===== src/pic_cfg.svh =====
`ifndef PIC_CFG_SVH
`define PIC_CFG_SVH

// Memory sizes of the 'F84 style part
`define PIC_PROG_DEPTH 1024
`define PIC_DATA_DEPTH 256

`define PIC_PROG_AW 10 // Program word index
`define PIC_DATA_AW 8 // File register index

`define PIC_INSTR_W 14

// GPIO ports in the file space
`define PIC_PORTA_ADR 8'd5
`define PIC_PORTB_ADR 8'd6

`endif

===== src/pic_pkg.sv =====
package pic_pkg;

	// Supported subset, everything else decodes to NOP
	typedef enum logic [3:0] {
		OP_NOP,
		OP_MOVLW,
		OP_ADDLW,
		OP_ANDLW,
		OP_MOVWF,
		OP_MOVF,
		OP_ADDWF,
		OP_INCF,
		OP_DECF,
		OP_CLRF,
		OP_DECFSZ,
		OP_GOTO
	} pic_op_e;

	typedef struct packed {
		pic_op_e op;
		logic d; // 1 sends the result to the file
		logic [6:0] f;
		logic [10:0] k; // Literal in the low byte, GOTO target in full
	} pic_instr_t;

	typedef struct packed {
		logic [15:0] adr; // Byte address
		logic [31:0] wdat;
		logic we;
	} host_req_t;

	typedef enum logic [1:0] {
		SEL_CTL,
		SEL_DATA,
		SEL_PROG
	} host_sel_e;

endpackage


===== src/pic_host_port.sv =====
`timescale 1ns/10ps
`include "pic_cfg.svh"

module pic_host_port (
	input logic clk,
	input logic reset,
	input logic host_valid_i,
	input pic_pkg::host_req_t host_req_i,
	output logic host_ready_o,
	output logic [31:0] host_rdata_o,
	output logic hold_o,
	output logic host_data_we_o,
	output logic [`PIC_DATA_AW-1:0] host_data_adr_o,
	output logic [7:0] host_data_wdat_o,
	output logic host_prog_we_o,
	output logic [`PIC_PROG_AW-1:0] host_prog_adr_o,
	output logic [`PIC_INSTR_W-1:0] host_prog_wdat_o,
	input logic [7:0] host_data_rdat_i,
	input logic [`PIC_INSTR_W-1:0] host_prog_rdat_i
);
	import pic_pkg::*;

	host_sel_e sel;
	logic ready_q;
	logic hold_q;
	logic xfer;

	always_comb begin
		case (host_req_i.adr[15:14])
			2'b00: sel = SEL_CTL;
			2'b01: sel = SEL_DATA;
			default: sel = SEL_PROG;
		endcase
	end

	assign xfer = host_valid_i && ready_q;

	// Read addresses go straight out, memories answer next cycle
	assign host_data_adr_o = host_req_i.adr[9:2];
	assign host_prog_adr_o = host_req_i.adr[11:2];
	assign host_data_wdat_o = host_req_i.wdat[7:0];
	assign host_prog_wdat_o = host_req_i.wdat[`PIC_INSTR_W-1:0];
	assign host_data_we_o = xfer && host_req_i.we && sel == SEL_DATA;
	assign host_prog_we_o = xfer && host_req_i.we && sel == SEL_PROG;

	always_ff @(posedge clk) begin
		if (reset) begin
			ready_q <= 1'b0;
			hold_q <= 1'b1; // Core stays stopped until released
		end else begin
			ready_q <= host_valid_i && !ready_q; // One-cycle pulse
			if (xfer && host_req_i.we && sel == SEL_CTL)
				hold_q <= host_req_i.wdat[0];
		end
	end

	always_comb begin
		case (sel)
			SEL_CTL: host_rdata_o = {31'b0, hold_q};
			SEL_DATA: host_rdata_o = {24'b0, host_data_rdat_i};
			default: host_rdata_o = {18'b0, host_prog_rdat_i};
		endcase
	end

	assign host_ready_o = ready_q;
	assign hold_o = hold_q;

endmodule


===== config.mk =====
export PLATFORM = sky130hd
export DESIGN_NAME = pic_host_port
export DESIGN_NICKNAME = d
export VERILOG_FILES = /design/src/pic_pkg.sv /design/src/pic_host_port.sv
export VERILOG_INCLUDE_DIRS = /design/src
export SDC_FILE = /design/constraint.sdc
export NUM_CORES = 1
export LEC_CHECK = 0
export ABC_AREA = 1
export ABC_CLOCK_PERIOD_IN_PS = 800
export BUFFER_PORTS_ARGS = -buffer_cell sky130_fd_sc_hd__buf_4
export CAP_MARGIN = 10
export CELL_PAD_IN_SITES_DETAIL_PLACEMENT = 1
export CELL_PAD_IN_SITES_GLOBAL_PLACEMENT = 2
export CORE_MARGIN = 1
export CORE_UTILIZATION = 10
export DETAILED_ROUTE_END_ITERATION = 7
export GPL_TIMING_DRIVEN = 0
export PLACE_DENSITY = 0.94
export SLEW_MARGIN = 20
export SYNTH_ARGS = -nofsm -noshare
export SYNTH_HDL_FRONTEND = slang
export SYNTH_SLANG_ARGS = --single-unit

===== constraint.sdc =====
create_clock -name clk -period 0.8 [get_ports clk]
set_input_delay 0.16 -clock clk [delete_from_list [all_inputs] [get_ports clk]]
set_output_delay 0.16 -clock clk [all_outputs]
set_load 0.05 [all_outputs]

# Yosys cells after proc, flatten, opt, wreduce, memory -nomap -nowiden

Cells that the tools add are included.

Register bits: 2
Input bits: 74
Output and inout port bits: 76
Logic and storage cells: 16

Equality and inequality tests: 3
Mux-type cells: 2
Reduce and logical (&&, ||, !) cells: 9

Operators by type and width:

| cell                                                             | number |
|---|---|
| 14-bit case mux with 2 select lines                              | 1 |
| 1-bit logical AND                                                | 6 |
| 2-bit by 1-bit == test with 1-bit output (second input constant) | 2 |
| 2-bit logical NOT                                                | 2 |
| 2-bit case mux with 2 select lines                               | 1 |
| 2-bit == test (second input constant)                            | 1 |
| 1-bit logical NOT                                                | 1 |

# Depth between registers and ports, before layout

Depth after elaboration: 4
Mapped depth: 5
Depth with buffers taken out: 5

# Least setup slack after synthesis

Ideal clock, no wire load.

Path kind: reg2out
Start: register ready_q, in the netlist host_ready_o
End: output port host_prog_we_o
Data arrival time: 1.600 ns
Required time: 0.640 ns
Path slack: -0.960 ns
Cell stages (with the launch flop): 5
Path buffers: 0
Cell sequence: dfxtp_1 nand2_1 nor2_1 inv_1 nor2_1

Word-level cells in the longest chain between the ends: 3

Ends and longest elaborated chain:

| what                           | RTL line            | source |
|---|---|---|
| from (decl)                    | pic_host_port.sv:24 | `logic ready_q;` |
| from (signal assigned)         | pic_host_port.sv:51 | `ready_q <= host_valid_i && !ready_q;` |
| 1-bit logical AND              | pic_host_port.sv:36 | `assign xfer = host_valid_i && ready_q;` |
| 1-bit logical AND (2 in a row) | pic_host_port.sv:44 | `assign host_prog_we_o = xfer && host_req_i.we && sel == SEL_PROG;` |
| to (decl)                      | pic_host_port.sv:15 | `output logic host_prog_we_o,` |

Every way passes these cells.

# Worst setup path in the final report

Start: register ready_q, in the netlist host_ready_o
End: output port host_data_we_o

Word-level cells in the longest chain between the ends: 3

Ends and longest elaborated chain:

| what                           | RTL line            | source |
|---|---|---|
| 1-bit logical AND              | pic_host_port.sv:36 |  |
| 1-bit logical AND (2 in a row) | pic_host_port.sv:43 | `assign host_data_we_o = xfer && host_req_i.we && sel == SEL_DATA;` |
| to (decl)                      | pic_host_port.sv:12 | `output logic host_data_we_o,` |

Every way passes these cells.

==> impl_metrics.toml <==
[outcome]
outcome = "complete, but fails checks"
violations = "setup timing"

[grt]
grt_pass1_vias = 969
grt_max_degree = 9
overflow = 0
grtUsageTotal_pct = 7.12
antenna_found_initial = 0
grt_first_pass_wirelength_um = 4170

[power_and_ir_drop]
ir_drop_mv = 0.319
leakage_nw = 1.09
total_power_mw = 2.19
powerDensity_nw_per_um2 = 1090

[synth]
yosysWarnings = 0
ys_types = 15
synth_area_um2 = 729
yosysSeqAreaShare_pct = 5.49
syn_avg_cell_area_um2 = 7.08
ys_seq_elements = 2
syn_inst = 103

[floorplanning]
die_y_um = 87.4
io_pins = 150
core-area_um2 = 6910
start_util_pct = 10.6
dieWidth_um = 87.4
core.rowCount = 30
die_area_um2 = 7640

[timing]
finClkSkew_ps = 1.08
finalCriticalPeriod_ps = 1240
final_hold_viol_count = 0
setup_ws_ps = -439
max_freq_ghz = 0.807
final-setup-viol-count = 19
drv_slew = 0
rsz0062_at_grt = "true"
post-route-period-util_pct = 155

[clock_network]
cts_tree = "built"
cts_inserted_buffers = 3
clockRootBuffer = "clkbuf_8"
ctsLongestPathBuffers = 2
cts.reportedPaths.clkPinSlew_ps = 30
clock_latency_ps = 210
cts.sinks = 2
htreeDepth = 1

[detailed_routing]
drtIter0Drc = 3
antenna_left = 0
first_pass_iters = 4
drcViolationCount = 0
routed_wl_um = 3030
vias = 960
post_drt_via_cell_ratio = 3.10
wire_per_inst_um = 9.77

[setup_path]
path_class = "reg -> out"
crit_start = "host_ready_o$_SDFF_PP0_"
required_ps = 640
worstPathMaxFanout = 3
path_delay_family = "flip-flops"
r2r_start = "host_ready_o$_SDFF_PP0_"
arrival_ps = 1080
cpPeakStageDelay_ps = 340
start_kind = "flop"
crit_buf_inv = 2
cp_slowest_cell = "dfxtp_4"
end_kind = "output port"
worstPathCellList = "nand2_4 -> nor2_4 -> inv_4 -> nor3_4 -> buf_6"

[worst_hold_path]
holdCritPathClass = "in -> reg"
hold_start = "reset"

[finish]
synthToLayoutAreaGrowth_pct = 175
nets = 290
final_cell_mix = "buf_4, conb_1, buf_8"
multi_input_area_um2 = 415
mostFrequentLayoutCell = "buf_4"
drive_gt1_share_pct = 87.9
regArea_um2 = 47.5
utilization_pct = 29.1
diodes = 0
nFillCells = 849
post_layout_nonfiller_instances = 310

[flow_run]
maxCapViolCount = 0

[placed_design]
place_ws_ps = -349
io_buffers = 85
placedCellCount = 301
gp_congestion = 0.597
dpl.hpwl_um = 2630
## flip-flops by register name, indices dropped and copies added, names as in the netlist
register	cells
hold_o	1
host_ready_o	1
## area by class of cell
| class | count | share of cell area, % |
|---|---|---|
| Timing Repair Buffer | 91 | 41.6 |
| Buffer | 60 | 23.7 |
| Multi-Input combinational cell | 47 | 20.7 |
| Tap cell | 96 | 5.98 |
| Inverter | 11 | 3.67 |
| Sequential cell | 2 | 2.37 |
| Clock buffer | 3 | 2.05 |
## Yosys cell counts
cell	count	area, um^2
a22o_1	3	26.3
a22o_2	4	40.0
buf_4	58	435
buf_6	1	11.3
buf_8	1	15.0
conb_1	1	3.75
dfxtp_1	2	40.0
inv_1	9	33.8
inv_2	2	7.51
nand2_1	13	48.8
nand3_1	3	15.0
nor2_1	3	11.3
nor2_4	1	11.3
nor2_8	1	20.0
nor3_2	1	10.0
## kinds of logic (layout without fill, tap and decap cells)
group	Yosys count	in the layout	share of synthesized area [%]
buf+inv	71	165	69.0
simple gates	22	22	16.0
compound gates	7	7	9.09
flops	2	2	5.49
other cells	1	18	0.514
## repair_timing
action | in CTS | in global routing
gates cloned | 1 | 0
endpoints found under the setup margin | 19 | 19
setup buffers | 4 | 1
hold buffers | 0 | 0
resized for setup | 36 | 7
pin swaps | 9 | 7
## worst register-to-register path, cell delays in order, from the launching register on
cell,delay (ps)
dfxtp_4,340
nand2_4,50
nor2_4,130
buf_4,130
nand3_1,60
nand3_1,80
## per-layer routing
| metal | global-route usage [%] | vias up | part of all wire [%] |
|---|---|---|---|
| met2 | 14.8 | 70 | 58 |
| met1 | 5.00 | 419 | 25 |
| met5 | 0 | - | 0 |
| met3 | 3.13 | 9 | 14 |
| met4 | 4.47 | 0 | 3.3 |
| li1 | - | 462 | - |
## worst paths after layout
check,end,slack [ps],depth (start not counted)
max,host_data_we_o,-440,5
min,hold_o$_SDFFE_PP1P_,160,3
max reg2reg,hold_o$_SDFFE_PP1P_,-40,5
min reg2reg,hold_o$_SDFFE_PP1P_,500,2
## power breakdown
group	switching, mW	internal, mW
Clock	0.0764	0.318
Sequential	0.00360	0.100
Combinational	1.02	0.673
## through the flow
stage / TNS [ps] / area (um^2) / hold WS, ps
after floorplan: -1790 / 987 / 271
after global placement: -3360 / 1750 / 381
after detailed placement: -3450 / 1750 / 384
after CTS: -2940 / 1980 / 168
after global routing: -3430 / 2010 / 189
final: -2900 / 2010 / 163
Power figures use the tool's default switching activity.
