File: src/pic_cfg.svh
`ifndef PIC_CFG_SVH
`define PIC_CFG_SVH

// Memory sizes of the 'F84 style part
`define PIC_PROG_DEPTH 1024
`define PIC_DATA_DEPTH 256

`define PIC_PROG_AW 10 // Program word index
`define PIC_DATA_AW 8 // File register index

`define PIC_INSTR_W 14

// GPIO ports in the file space
`define PIC_PORTA_ADR 8'd5
`define PIC_PORTB_ADR 8'd6

`endif
File: src/pic_pkg.sv
package pic_pkg;

	// Supported subset, everything else decodes to NOP
	typedef enum logic [3:0] {
		OP_NOP,
		OP_MOVLW,
		OP_ADDLW,
		OP_ANDLW,
		OP_MOVWF,
		OP_MOVF,
		OP_ADDWF,
		OP_INCF,
		OP_DECF,
		OP_CLRF,
		OP_DECFSZ,
		OP_GOTO
	} pic_op_e;

	typedef struct packed {
		pic_op_e op;
		logic d; // 1 sends the result to the file
		logic [6:0] f;
		logic [10:0] k; // Literal in the low byte, GOTO target in full
	} pic_instr_t;

	typedef struct packed {
		logic [15:0] adr; // Byte address
		logic [31:0] wdat;
		logic we;
	} host_req_t;

	typedef enum logic [1:0] {
		SEL_CTL,
		SEL_DATA,
		SEL_PROG
	} host_sel_e;

endpackage

File: src/pic_core.sv
`timescale 1ns/10ps
`include "pic_cfg.svh"

module pic_core (
	input logic clk,
	input logic reset,
	input logic hold_i,
	input logic step_i,
	input logic [`PIC_INSTR_W-1:0] prog_dat_i,
	input logic [7:0] file_dat_i,
	output logic [`PIC_PROG_AW-1:0] pc_o,
	output logic [`PIC_DATA_AW-1:0] file_adr_o,
	output logic file_we_o,
	output logic [7:0] file_wdat_o
);
	import pic_pkg::*;

	localparam logic [`PIC_PROG_AW-1:0] PC_INC = 1;
	localparam logic [`PIC_PROG_AW-1:0] PC_SKIP = 2;

	pic_instr_t instr;
	logic [7:0] w_q;
	logic [`PIC_PROG_AW-1:0] pc_q;
	logic [`PIC_PROG_AW-1:0] pc_nxt;
	logic [7:0] res;
	logic to_w;
	logic to_file;
	logic run;

	// Standard 14-bit PIC encodings
	function automatic pic_instr_t decode(input logic [`PIC_INSTR_W-1:0] ir);
		pic_instr_t di;
		di.d = ir[7];
		di.f = ir[6:0];
		di.k = ir[10:0];
		casez (ir)
			14'b11_00??_????_????: di.op = OP_MOVLW;
			14'b11_111?_????_????: di.op = OP_ADDLW;
			14'b11_1001_????_????: di.op = OP_ANDLW;
			14'b00_0000_1???_????: di.op = OP_MOVWF;
			14'b00_0001_1???_????: di.op = OP_CLRF;
			14'b00_1000_????_????: di.op = OP_MOVF;
			14'b00_0111_????_????: di.op = OP_ADDWF;
			14'b00_1010_????_????: di.op = OP_INCF;
			14'b00_0011_????_????: di.op = OP_DECF;
			14'b00_1011_????_????: di.op = OP_DECFSZ;
			14'b10_1???_????_????: di.op = OP_GOTO;
			default: di.op = OP_NOP;
		endcase
		return di;
	endfunction

	assign instr = decode(prog_dat_i);

	// ALU result
	always_comb begin
		case (instr.op)
			OP_MOVLW: res = instr.k[7:0];
			OP_ADDLW: res = w_q + instr.k[7:0];
			OP_ANDLW: res = w_q & instr.k[7:0];
			OP_MOVWF: res = w_q;
			OP_MOVF: res = file_dat_i;
			OP_ADDWF: res = w_q + file_dat_i;
			OP_INCF: res = file_dat_i + 8'd1;
			OP_DECF,
			OP_DECFSZ: res = file_dat_i - 8'd1;
			default: res = 8'h00; // CLRF, and harmless for the rest
		endcase
	end

	// Where the result goes
	always_comb begin
		to_w = 1'b0;
		to_file = 1'b0;
		case (instr.op)
			OP_MOVLW,
			OP_ADDLW,
			OP_ANDLW: to_w = 1'b1;
			OP_MOVWF,
			OP_CLRF: to_file = 1'b1;
			OP_MOVF,
			OP_ADDWF,
			OP_INCF,
			OP_DECF,
			OP_DECFSZ: begin
				to_file = instr.d;
				to_w = !instr.d;
			end
			default: ;
		endcase
	end

	always_comb begin
		if (instr.op == OP_GOTO) begin
			pc_nxt = instr.k[`PIC_PROG_AW-1:0];
		end else if (instr.op == OP_DECFSZ && res == 8'h00) begin
			pc_nxt = pc_q + PC_SKIP; // Skip the next word
		end else begin
			pc_nxt = pc_q + PC_INC;
		end
	end

	assign run = step_i && !hold_i;

	// Next PC goes out in the run cycle so the fetch is ready for setup
	assign pc_o = run ? pc_nxt : pc_q;
	assign file_adr_o = {1'b0, instr.f};
	assign file_we_o = run && to_file;
	assign file_wdat_o = res;

	always_ff @(posedge clk) begin
		if (reset || hold_i) begin
			w_q <= 8'h00;
			pc_q <= '0;
		end else if (step_i) begin
			pc_q <= pc_nxt;
			if (to_w)
				w_q <= res;
		end
	end

endmodule

File: config.mk
export PLATFORM = sky130hd
export DESIGN_NAME = pic_core
export DESIGN_NICKNAME = d
export VERILOG_FILES = /design/src/pic_pkg.sv /design/src/pic_core.sv
export VERILOG_INCLUDE_DIRS = /design/src
export SDC_FILE = /design/constraint.sdc
export NUM_CORES = 1
export LEC_CHECK = 0
export BUFFER_PORTS_ARGS = -buffer_cell sky130_fd_sc_hd__buf_2
export CAP_MARGIN = 30
export CORE_MARGIN = 2
export CORE_UTILIZATION = 35
export DETAILED_ROUTE_END_ITERATION = 16
export GPL_TIMING_DRIVEN = 0
export PLACE_DENSITY = 0.66
export RECOVER_POWER = 50
export SYNTH_ARGS = -nofsm -noshare
export SYNTH_HDL_FRONTEND = slang
export SYNTH_SLANG_ARGS = --single-unit
File: constraint.sdc
create_clock -name clk -period 10.45 [get_ports clk]
set_input_delay 2.09 -clock clk [delete_from_list [all_inputs] [get_ports clk]]
set_output_delay 2.09 -clock clk [all_outputs]
set_load 0.01 [all_outputs]
# ---- After elaboration in Yosys (flattened, before gate mapping)
# Index checks and enable logic that the tools add are counted.
dict set report totals {
  in_bits 26
  register_bits 18
  out_inout_bits 27
  word_cells 50
}
dict set report classes {
  bitwise 1
  mux 7
  add_sub_neg 6
  n_reduce_logical 12
  eq_ne 22
}
# op count
set ops {}
lappend ops {{$pmux W8 S8} 1}
lappend ops {{$pmux W4 S11} 1}
lappend ops {{$mux W10} 3}
lappend ops {{$eq A4 B4 Y1 const B} 5}
lappend ops {{$eq A6 B4 Y1 const B} 3}
lappend ops {{$add A8 B8 Y8} 2}
lappend ops {{$eq A4 B3 Y1 const B} 4}
lappend ops {{$add A10 B1 Y10 const B} 1}
lappend ops {{$add A10 B2 Y10 const B} 1}
lappend ops {{$add A8 B1 Y8 const B} 1}
lappend ops {{$and A8 B8 Y8} 1}
lappend ops {{$eq A4 B2 Y1 const B} 2}
lappend ops {{$logic_not A8 Y1} 1}
lappend ops {{$sub A8 B1 Y8 const B} 1}
lappend ops {{$eq A7 B1 Y1 const B} 1}
lappend ops {{$eq A7 B2 Y1 const B} 1}
lappend ops {{$eq A6 B2 Y1 const B} 1}
lappend ops {{$eq A6 B3 Y1 const B} 1}
lappend ops {{$eq A6 B6 Y1 const B} 1}
lappend ops {{$eq A5 B5 Y1 const B} 1}
lappend ops {{$reduce_or A5 Y1} 1}
lappend ops {{$eq A4 B1 Y1 const B} 1}
lappend ops {{$pmux W1 S2} 2}
lappend ops {{$reduce_or A2 Y1} 2}
lappend ops {{other kinds (6)} 9}

# ---- Logic depth before layout (Yosys ltp)
# Gate-level depths: netlist of the first run.
dict set report logic_depth {
  word_depth 10
  depth_mapped 17
  mapped_depth_nobuf 15
}

# ---- Worst setup path after synthesis of the first run
# Ideal clock, no wire load.
dict set report synth_timing {
  path_kind {input-to-output}
  start {in prog_dat_i[12]}
  end {out pc_o[1]}
  arrival_ns 5.721
  path_slack_ns 2.639
  stages 15
  path_buffers 2
  t_required_ns 8.360
  cell_sequence {nor4b_2 -> and2_1 -> clkbuf_1 -> a21oi_1 -> ha_1 -> a21o_1 -> and2_1 -> o32ai_1 -> xnor3_1 -> a221o_1 -> nor4_4 -> buf_2 -> mux2i_1 -> nor2_1 -> o31ai_1}
}
dict set report synth_between {
  elab_chain_cells 10
  word_cells_on_any_way 29
  cone_classes {eq/ne (21); mux (5); reduce/logical (3)}
}
# element line
set synth_lines {}
lappend synth_lines {{start: declaration} pic_core.sv:9} ;# input logic [`PIC_INSTR_W-1:0] prog_dat_i,
lappend synth_lines {{$eq A7 B2 Y1 (tied with other cells)} pic_core.sv:36} ;# casez (ir)
lappend synth_lines {{$pmux W4 S11 (*)} pic_core.sv:36}
lappend synth_lines {{$eq A4 B4 Y1 (on tied branches)} {pic_core.sv:57, pic_core.sv:96}}
lappend synth_lines {{$reduce_or A2 Y1} pic_core.sv:57} ;# case (instr.op)
lappend synth_lines {{$pmux W8 S8} pic_core.sv:57}
lappend synth_lines {{$logic_not A8 Y1} pic_core.sv:96} ;# end else if (instr.op == OP_DECFSZ && res == 8'h00) begin
lappend synth_lines {{$logic_and A1 B1 Y1} pic_core.sv:96}
lappend synth_lines {{$mux W10} pic_core.sv:96}
lappend synth_lines {{$mux W10 (*)} pic_core.sv:94} ;# if (instr.op == OP_GOTO) begin
lappend synth_lines {{$mux W10 (*)} pic_core.sv:106} ;# assign pc_o = run ? pc_nxt : pc_q;
lappend synth_lines {{end: declaration} pic_core.sv:11} ;# output logic [`PIC_PROG_AW-1:0] pc_o,
# Mark *: on every way between the ends. The rest lies on a longest branch, timed or not.

# ---- Worst setup path in the final report of the first run
dict set report layout_timing {
  start {in prog_dat_i[12]}
  end {out pc_o[5]}
}
# The elaborated chain is that of the path after synthesis.

==> results.cfg, run 1 <==
[outcome]
status = completed

[global_routing]
busiest_layer = met2
antenna_found_initial = 0
use_met2_pct = 29.5
grt_max_degree = 11
use_met1_pct = 28.0
grt_pass1_wl_um = 13300
overflow = 0
grt_pass1_vias = 2703
grt_use_total_pct = 19.4
grtUsageMet3_pct = 1.55

[timing]
min_period_over_period_pct = 86.8
slew_viol_final = 0
rsz0062_at_grt = false
skew_ps = 2.54
timing.final.crit_period_ps = 9070
maxSlewHeadroom_pct = 35.4
setup_tns_ps = 0
fmax_mhz = 110
setup_viol = 0
hold_violations = 0
tightest_slew_ps = 955

[drt]
vias_per_cell = 5.91
vias = 3059
wl_per_cell_um = 16.3
wirelength_um = 8460
drcViolationCount = 0
drtIter0Drc = 252
drt_first_pass_iters = 5
ant_nets = 0

[job]
drv_cap = 0

[synth]
synth_top_flop_cell = dfxtp_1
synth-simple-area-share_pct = 27.7
yosysTopAreaCell = dfxtp_1
yosysTopAreaCellShare_pct = 13.2
synth_edf_count = 0
ys_warn_count = 0
synthMuxAreaShare_pct = 4.30
synthesis.area_mm2 = 0.00273
synth-seq-cells = 18
yosysSeqAreaShare_pct = 13.2
synth-async-reset-ratio_pct = 0
syn_inst = 363
synth-xor-area-share_pct = 5.31
synth_area_leaders = dfxtp_1, ha_1, a21oi_1, nand2_1, nor2_1
synth_nets = 411
yosys.cell_types.count = 71
synth_compound_area_share_pct = 31.4
synthAdderAreaFrac_pct = 10.6
syn_area_per_cell_um2 = 7.53
synth_top_family_by_area = compound AO/OA/AOI/OAI gates

[layout]
area_growth_pct = 14.0
layout-drive-gt1-share_pct = 17.3
diodes = 0
layout.nets = 466
final_cell_count_no_fill = 518

[die]
die_y_um = 92.4
die_x_um = 92.4
num_rows = 32
dieArea_mm2 = 0.00853
ios = 53
start_util_pct = 35.7
core_mm2 = 0.00765

[clocking]
cts_root_buffer = clkbuf_8
clock_latency_ps = 260
cts_buffer_depth = 2
holdBufCountCts = 0
cts_tree = yes
post-cts-setup-buffer-count = 0
cts-buffers-inserted = 3
cts_resized = 0
cts_sinks = 18
htreeDepth = 1
cts.clk_slew.worst_paths_ps = 70

[power_and_ir_drop]
p_leak_nw = 1.38
ir_drop_uv = 33.5
powerDensity_mw_per_mm2 = 67.5

[setup_path]
end_kind = primary output
worst_ep_required_time_ps = 8360
worstPathMaxFanout = 10
cp.arrival_ps = 6980
critPathKind = in -> out
cp-start-kind = input pin

[placed_design]
gp_congestion = 0.916
dpl.hpwl_um = 6540
dp.cells = 515
io_buffers = 50

[min_path]
min_path_type = reg -> reg
[placed cells by master, fill, tap and decap left out, types with 3 or more instances in the layout]
| cell type | count |
|---|---|
| nor3_1 | 11 |
| dfxtp_1 | 18 |
| or2_2 | 5 |
| clkbuf_8 | 3 |
| nand3b_1 | 4 |
| nand3_1 | 9 |
| buf_4 | 8 |
| o22ai_1 | 6 |
| o31a_1 | 6 |
| a211oi_1 | 5 |
| nand4_1 | 3 |
| nor2b_1 | 4 |
| xnor2_1 | 5 |
| xor2_1 | 9 |
| o21ai_0 | 12 |
| mux2i_1 | 8 |
| or3_1 | 7 |
| o21a_1 | 3 |
| and3_1 | 9 |
| a32oi_1 | 3 |
| o2111ai_1 | 6 |
| a21o_1 | 4 |
| o221a_2 | 3 |
| nand2b_1 | 5 |
| and2_1 | 4 |
| a21oi_1 | 27 |
| o21bai_1 | 4 |
| a31oi_1 | 5 |
| nand2_1 | 32 |
| ha_1 | 20 |
| inv_1 | 16 |
| nor2_1 | 30 |
| a221o_1 | 5 |
| clkbuf_1 | 24 |
| buf_2 | 43 |
[critical path, stage by stage]
cell,delay (ps)
clkbuf_1,160
nor4b_1,870
and2_0,220
clkbuf_1,290
a21oi_1,110
ha_1,330
a21o_1,180
and2_0,150
o32ai_1,340
xnor3_1,260
a221o_1,380
nor4_4,370
clkbuf_1,440
o2111ai_1,240
a21oi_1,210
o221a_2,210
buf_2,120
[cell usage after synthesis (9+ instances only)]
cell and count:
xor2_1 9, inv_1 16, nand2_1 32, nand3_1 9, ha_1 20, o21ai_0 12, clkbuf_1 13, a21oi_1 27
nor2_1 30, nor3_1 11, dfxtp_1 18, and3_1 9
[per-layer routing]
layer	vias up	wire [um]
met3	26	542
li1	1481	-
met4	0	271
met2	129	3780
met1	1423	3860
met5	-	0
[cell type report]
cell class | count | area [um2]
Fill cell | 805 | 4530
Timing Repair Buffer | 50 | 238
Inverter | 16 | 60.1
Clock buffer | 3 | 41.3
Buffer | 26 | 139
Multi-Input combinational cell | 303 | 2150
Sequential cell | 18 | 360
Tap cell | 102 | 128
[logic make-up after synthesis]
group                      after synthesis
DFF                                     18
buffers and inverters                   42
other                                    1
xor gates and xnor gates                15
muxes                                   11
and+or+nand+nor                        138
adders and majority gates               22
AOI/OAI and AO/OA                      116
[flip-flops by register name (all words and copies together) (netlist names)]
register,cells
pc_q,10
w_q,8
[report_power, final]
part           internal [mW]  total, mW  leakage [nW]  switching, mW
Clock                 0.0257     0.0523        0.0216         0.0266
Sequential            0.0696     0.0711         0.145        0.00151
Combinational         0.0360     0.0869          1.21         0.0509
Total                  0.131      0.210          1.38         0.0790
[path summary, 6_finish.rpt]
path	from	end	slack [ps]	cells past startpoint
setup / recovery	prog_dat_i[12]	pc_o[5]	1380	17
hold / removal	pc_q[9]	pc_q[9]	510	2
setup reg to reg	w_q[1]	pc_q[5]	6080	16
hold reg to reg	pc_q[9]	pc_q[9]	510	2
[through the flow]
stage               power [mW]  hold WS, ps  instance area (um2)  setup WS [ps]  utilization, %
floorplan                0.132          473                 2730           2640               -
global placement         0.158          488                 3110           1980            40.7
detailed placement       0.159          496                 3110           1920            40.7
CTS                      0.213          509                 3150           1910            41.2
global route             0.223          526                 3120            947            40.7
finish                   0.210          512                 3120           1380            40.7
(Power assumes the default switching activity.)
==> inputs of run 2 (changes only) <==
--- a/config.mk
+++ b/config.mk
@@ -8,6 +8,7 @@
 export LEC_CHECK = 0
 export BUFFER_PORTS_ARGS = -buffer_cell sky130_fd_sc_hd__buf_2
 export CAP_MARGIN = 30
+export CORE_ASPECT_RATIO = 0.9
 export CORE_MARGIN = 2
 export CORE_UTILIZATION = 35
 export DETAILED_ROUTE_END_ITERATION = 16
==> run 2 against run 1 <==
Sequential cell count stayed put. Total power is 0.50% lower. Worst hold slack worse by 7.0 ps. Via count is 0.72% lower. Global-route usage hardly changed. Setup slack worse by 220 ps. Critical path type unchanged. Largest cell class unchanged.
==> results.cfg, run 2 (same netlist as run 1, synthesis figures left out) <==
[outcome]
status = completed

[timing]
maxSlewHeadroom_pct = 32.5
slew_viol_final = 0
setup_tns_ps = 0
whs_ps = 505
fmax_mhz = 108
skew_ps = 8.71
tightest_slew_ps = 998
timing.final.crit_period_ps = 9290
setup_ws_ps = 1160
rsz0062_at_grt = false
setup_viol = 0
min_period_over_period_pct = 88.9
hold_violations = 0

[layout]
layout.nets = 466
fin_area_mm2 = 0.00311
top_regs = pc_q x10, w_q x8
largest_reg_flops = 10
fillers = 776
final_cell_count_no_fill = 512
seq_area_um2 = 360
layout-drive-gt1-share_pct = 17.3
top_register = pc_q
layout_commonest_cell = buf_2
diodes = 0
most-common-layout-cells = buf_2, nand2_1, nor2_1
area_growth_pct = 13.7
multi_input_area_mm2 = 0.00215

[power_and_ir_drop]
powerDensity_mw_per_mm2 = 67.3
ir_drop_uv = 42.0
p_leak_nw = 1.38

[drt]
wirelength_um = 8390
vias_per_cell = 5.93
vias = 3037
drtIter0Drc = 271
drcViolationCount = 0
drt_first_pass_iters = 5
wl_per_cell_um = 16.4
ant_nets = 0

[setup_path]
max_stage_delay_ps = 900
worstPathMaxFanout = 10
slowest_stage = nor4b_1
critPathKind = in -> out
cp_top_family = simple AND/OR/NAND/NOR gates
end_kind = primary output
path_buf_inv = 4
r2r_slack_ps = 5950
cp.arrival_ps = 7200
r2r.worst_path.cells = 16
crit_chain = clkbuf_1 -> nor4b_1 -> and2_0 -> clkbuf_1 -> a21oi_1 -> ha_1 -> a21o_1 -> and2_0 -> o32ai_1 -> xnor3_1 -> a221o_1 -> nor4_4 -> clkbuf_1 -> mux2i_1 -> nor2_1 -> o31ai_1 -> buf_2
worstSetupPathDepth = 17
worst_ep_required_time_ps = 8360
cp-start-kind = input pin
critPathMostFrequentCell = clkbuf_1

[global_routing]
grt_pass1_wl_um = 13600
use_met2_pct = 31.2
grt_pass1_vias = 2745
busiest_layer = met2
overflow = 0
antenna_found_initial = 0
grt_use_total_pct = 19.4
use_met1_pct = 27.5
grt_max_degree = 11
grtUsageMet3_pct = 2.95

[clocking]
htreeDepth = 1
cts_sinks = 18
cts_buffer_depth = 2
cts_root_buffer = clkbuf_8
cts-buffers-inserted = 3
holdBufCountCts = 0
cts.clk_slew.worst_paths_ps = 80
clock_latency_ps = 260
cts_resized = 0
post-cts-setup-buffer-count = 0
cts_tree = yes

[placed_design]
dp.cells = 509
dpl.hpwl_um = 6610
gp_congestion = 0.891
placed_area_mm2 = 0.00310
dp_slack_ps = 1780
io_buffers = 50

[min_path]
min_path_type = reg -> reg
worstHoldPathCells = 2

[die]
start_util_pct = 36.2
die_y_um = 87.8
ios = 53
core_mm2 = 0.00754
die_x_um = 97.2
num_rows = 30
dieArea_mm2 = 0.00854

[job]
drv_cap = 0
-- run 2: cell counts in the layout (fill, tap and decap cells not counted) --
No cell type changed its count.
-- run 2: tightest hold or removal path, delay by kind of cell (launching register included) --
family           cells  cell delay (ps)
flip-flops           1              340
AND/OR/NAND/NOR      1               60
AO/OA/AOI/OAI        1               60
-- run 2: area by class of cell --
| class | instances | share of cell area, % |
|---|---|---|
| tap | 96 | 3.86 |
| sequential | 18 | 11.6 |
| inverter | 16 | 1.93 |
| clock buffer | 3 | 1.33 |
| buffer | 26 | 4.47 |
| timing repair buffer | 50 | 7.65 |
| multi-input combinational | 303 | 69.2 |
-- run 2: worst paths after layout --
kind	start	to
worst min-delay path	pc_q[9]	pc_q[9]
worst max register to register	w_q[1]	pc_q[5]
worst max-delay path	prog_dat_i[12]	pc_o[1]
worst min register to register	pc_q[9]	pc_q[9]
-- run 2: where the power goes --
part           switching (mW)  internal (mW)
Clock                  0.0256         0.0257
Sequential            0.00156         0.0696
Combinational          0.0507         0.0361
-- run 2: per-stage QoR --
stage          power, mW  util [%]
5_1_grt            0.223      41.2
4_1_cts            0.211      41.7
6_report           0.209      41.2
3_3_place_gp       0.158      41.1
3_5_place_dp       0.159      41.1
2_1_floorplan      0.132         -
-- run 2: per-layer routing --
layer	vias to the layer above	wire, um
met5	-	0
met4	0	136
met3	14	599
met2	143	3710
met1	1403	3950
li1	1477	-
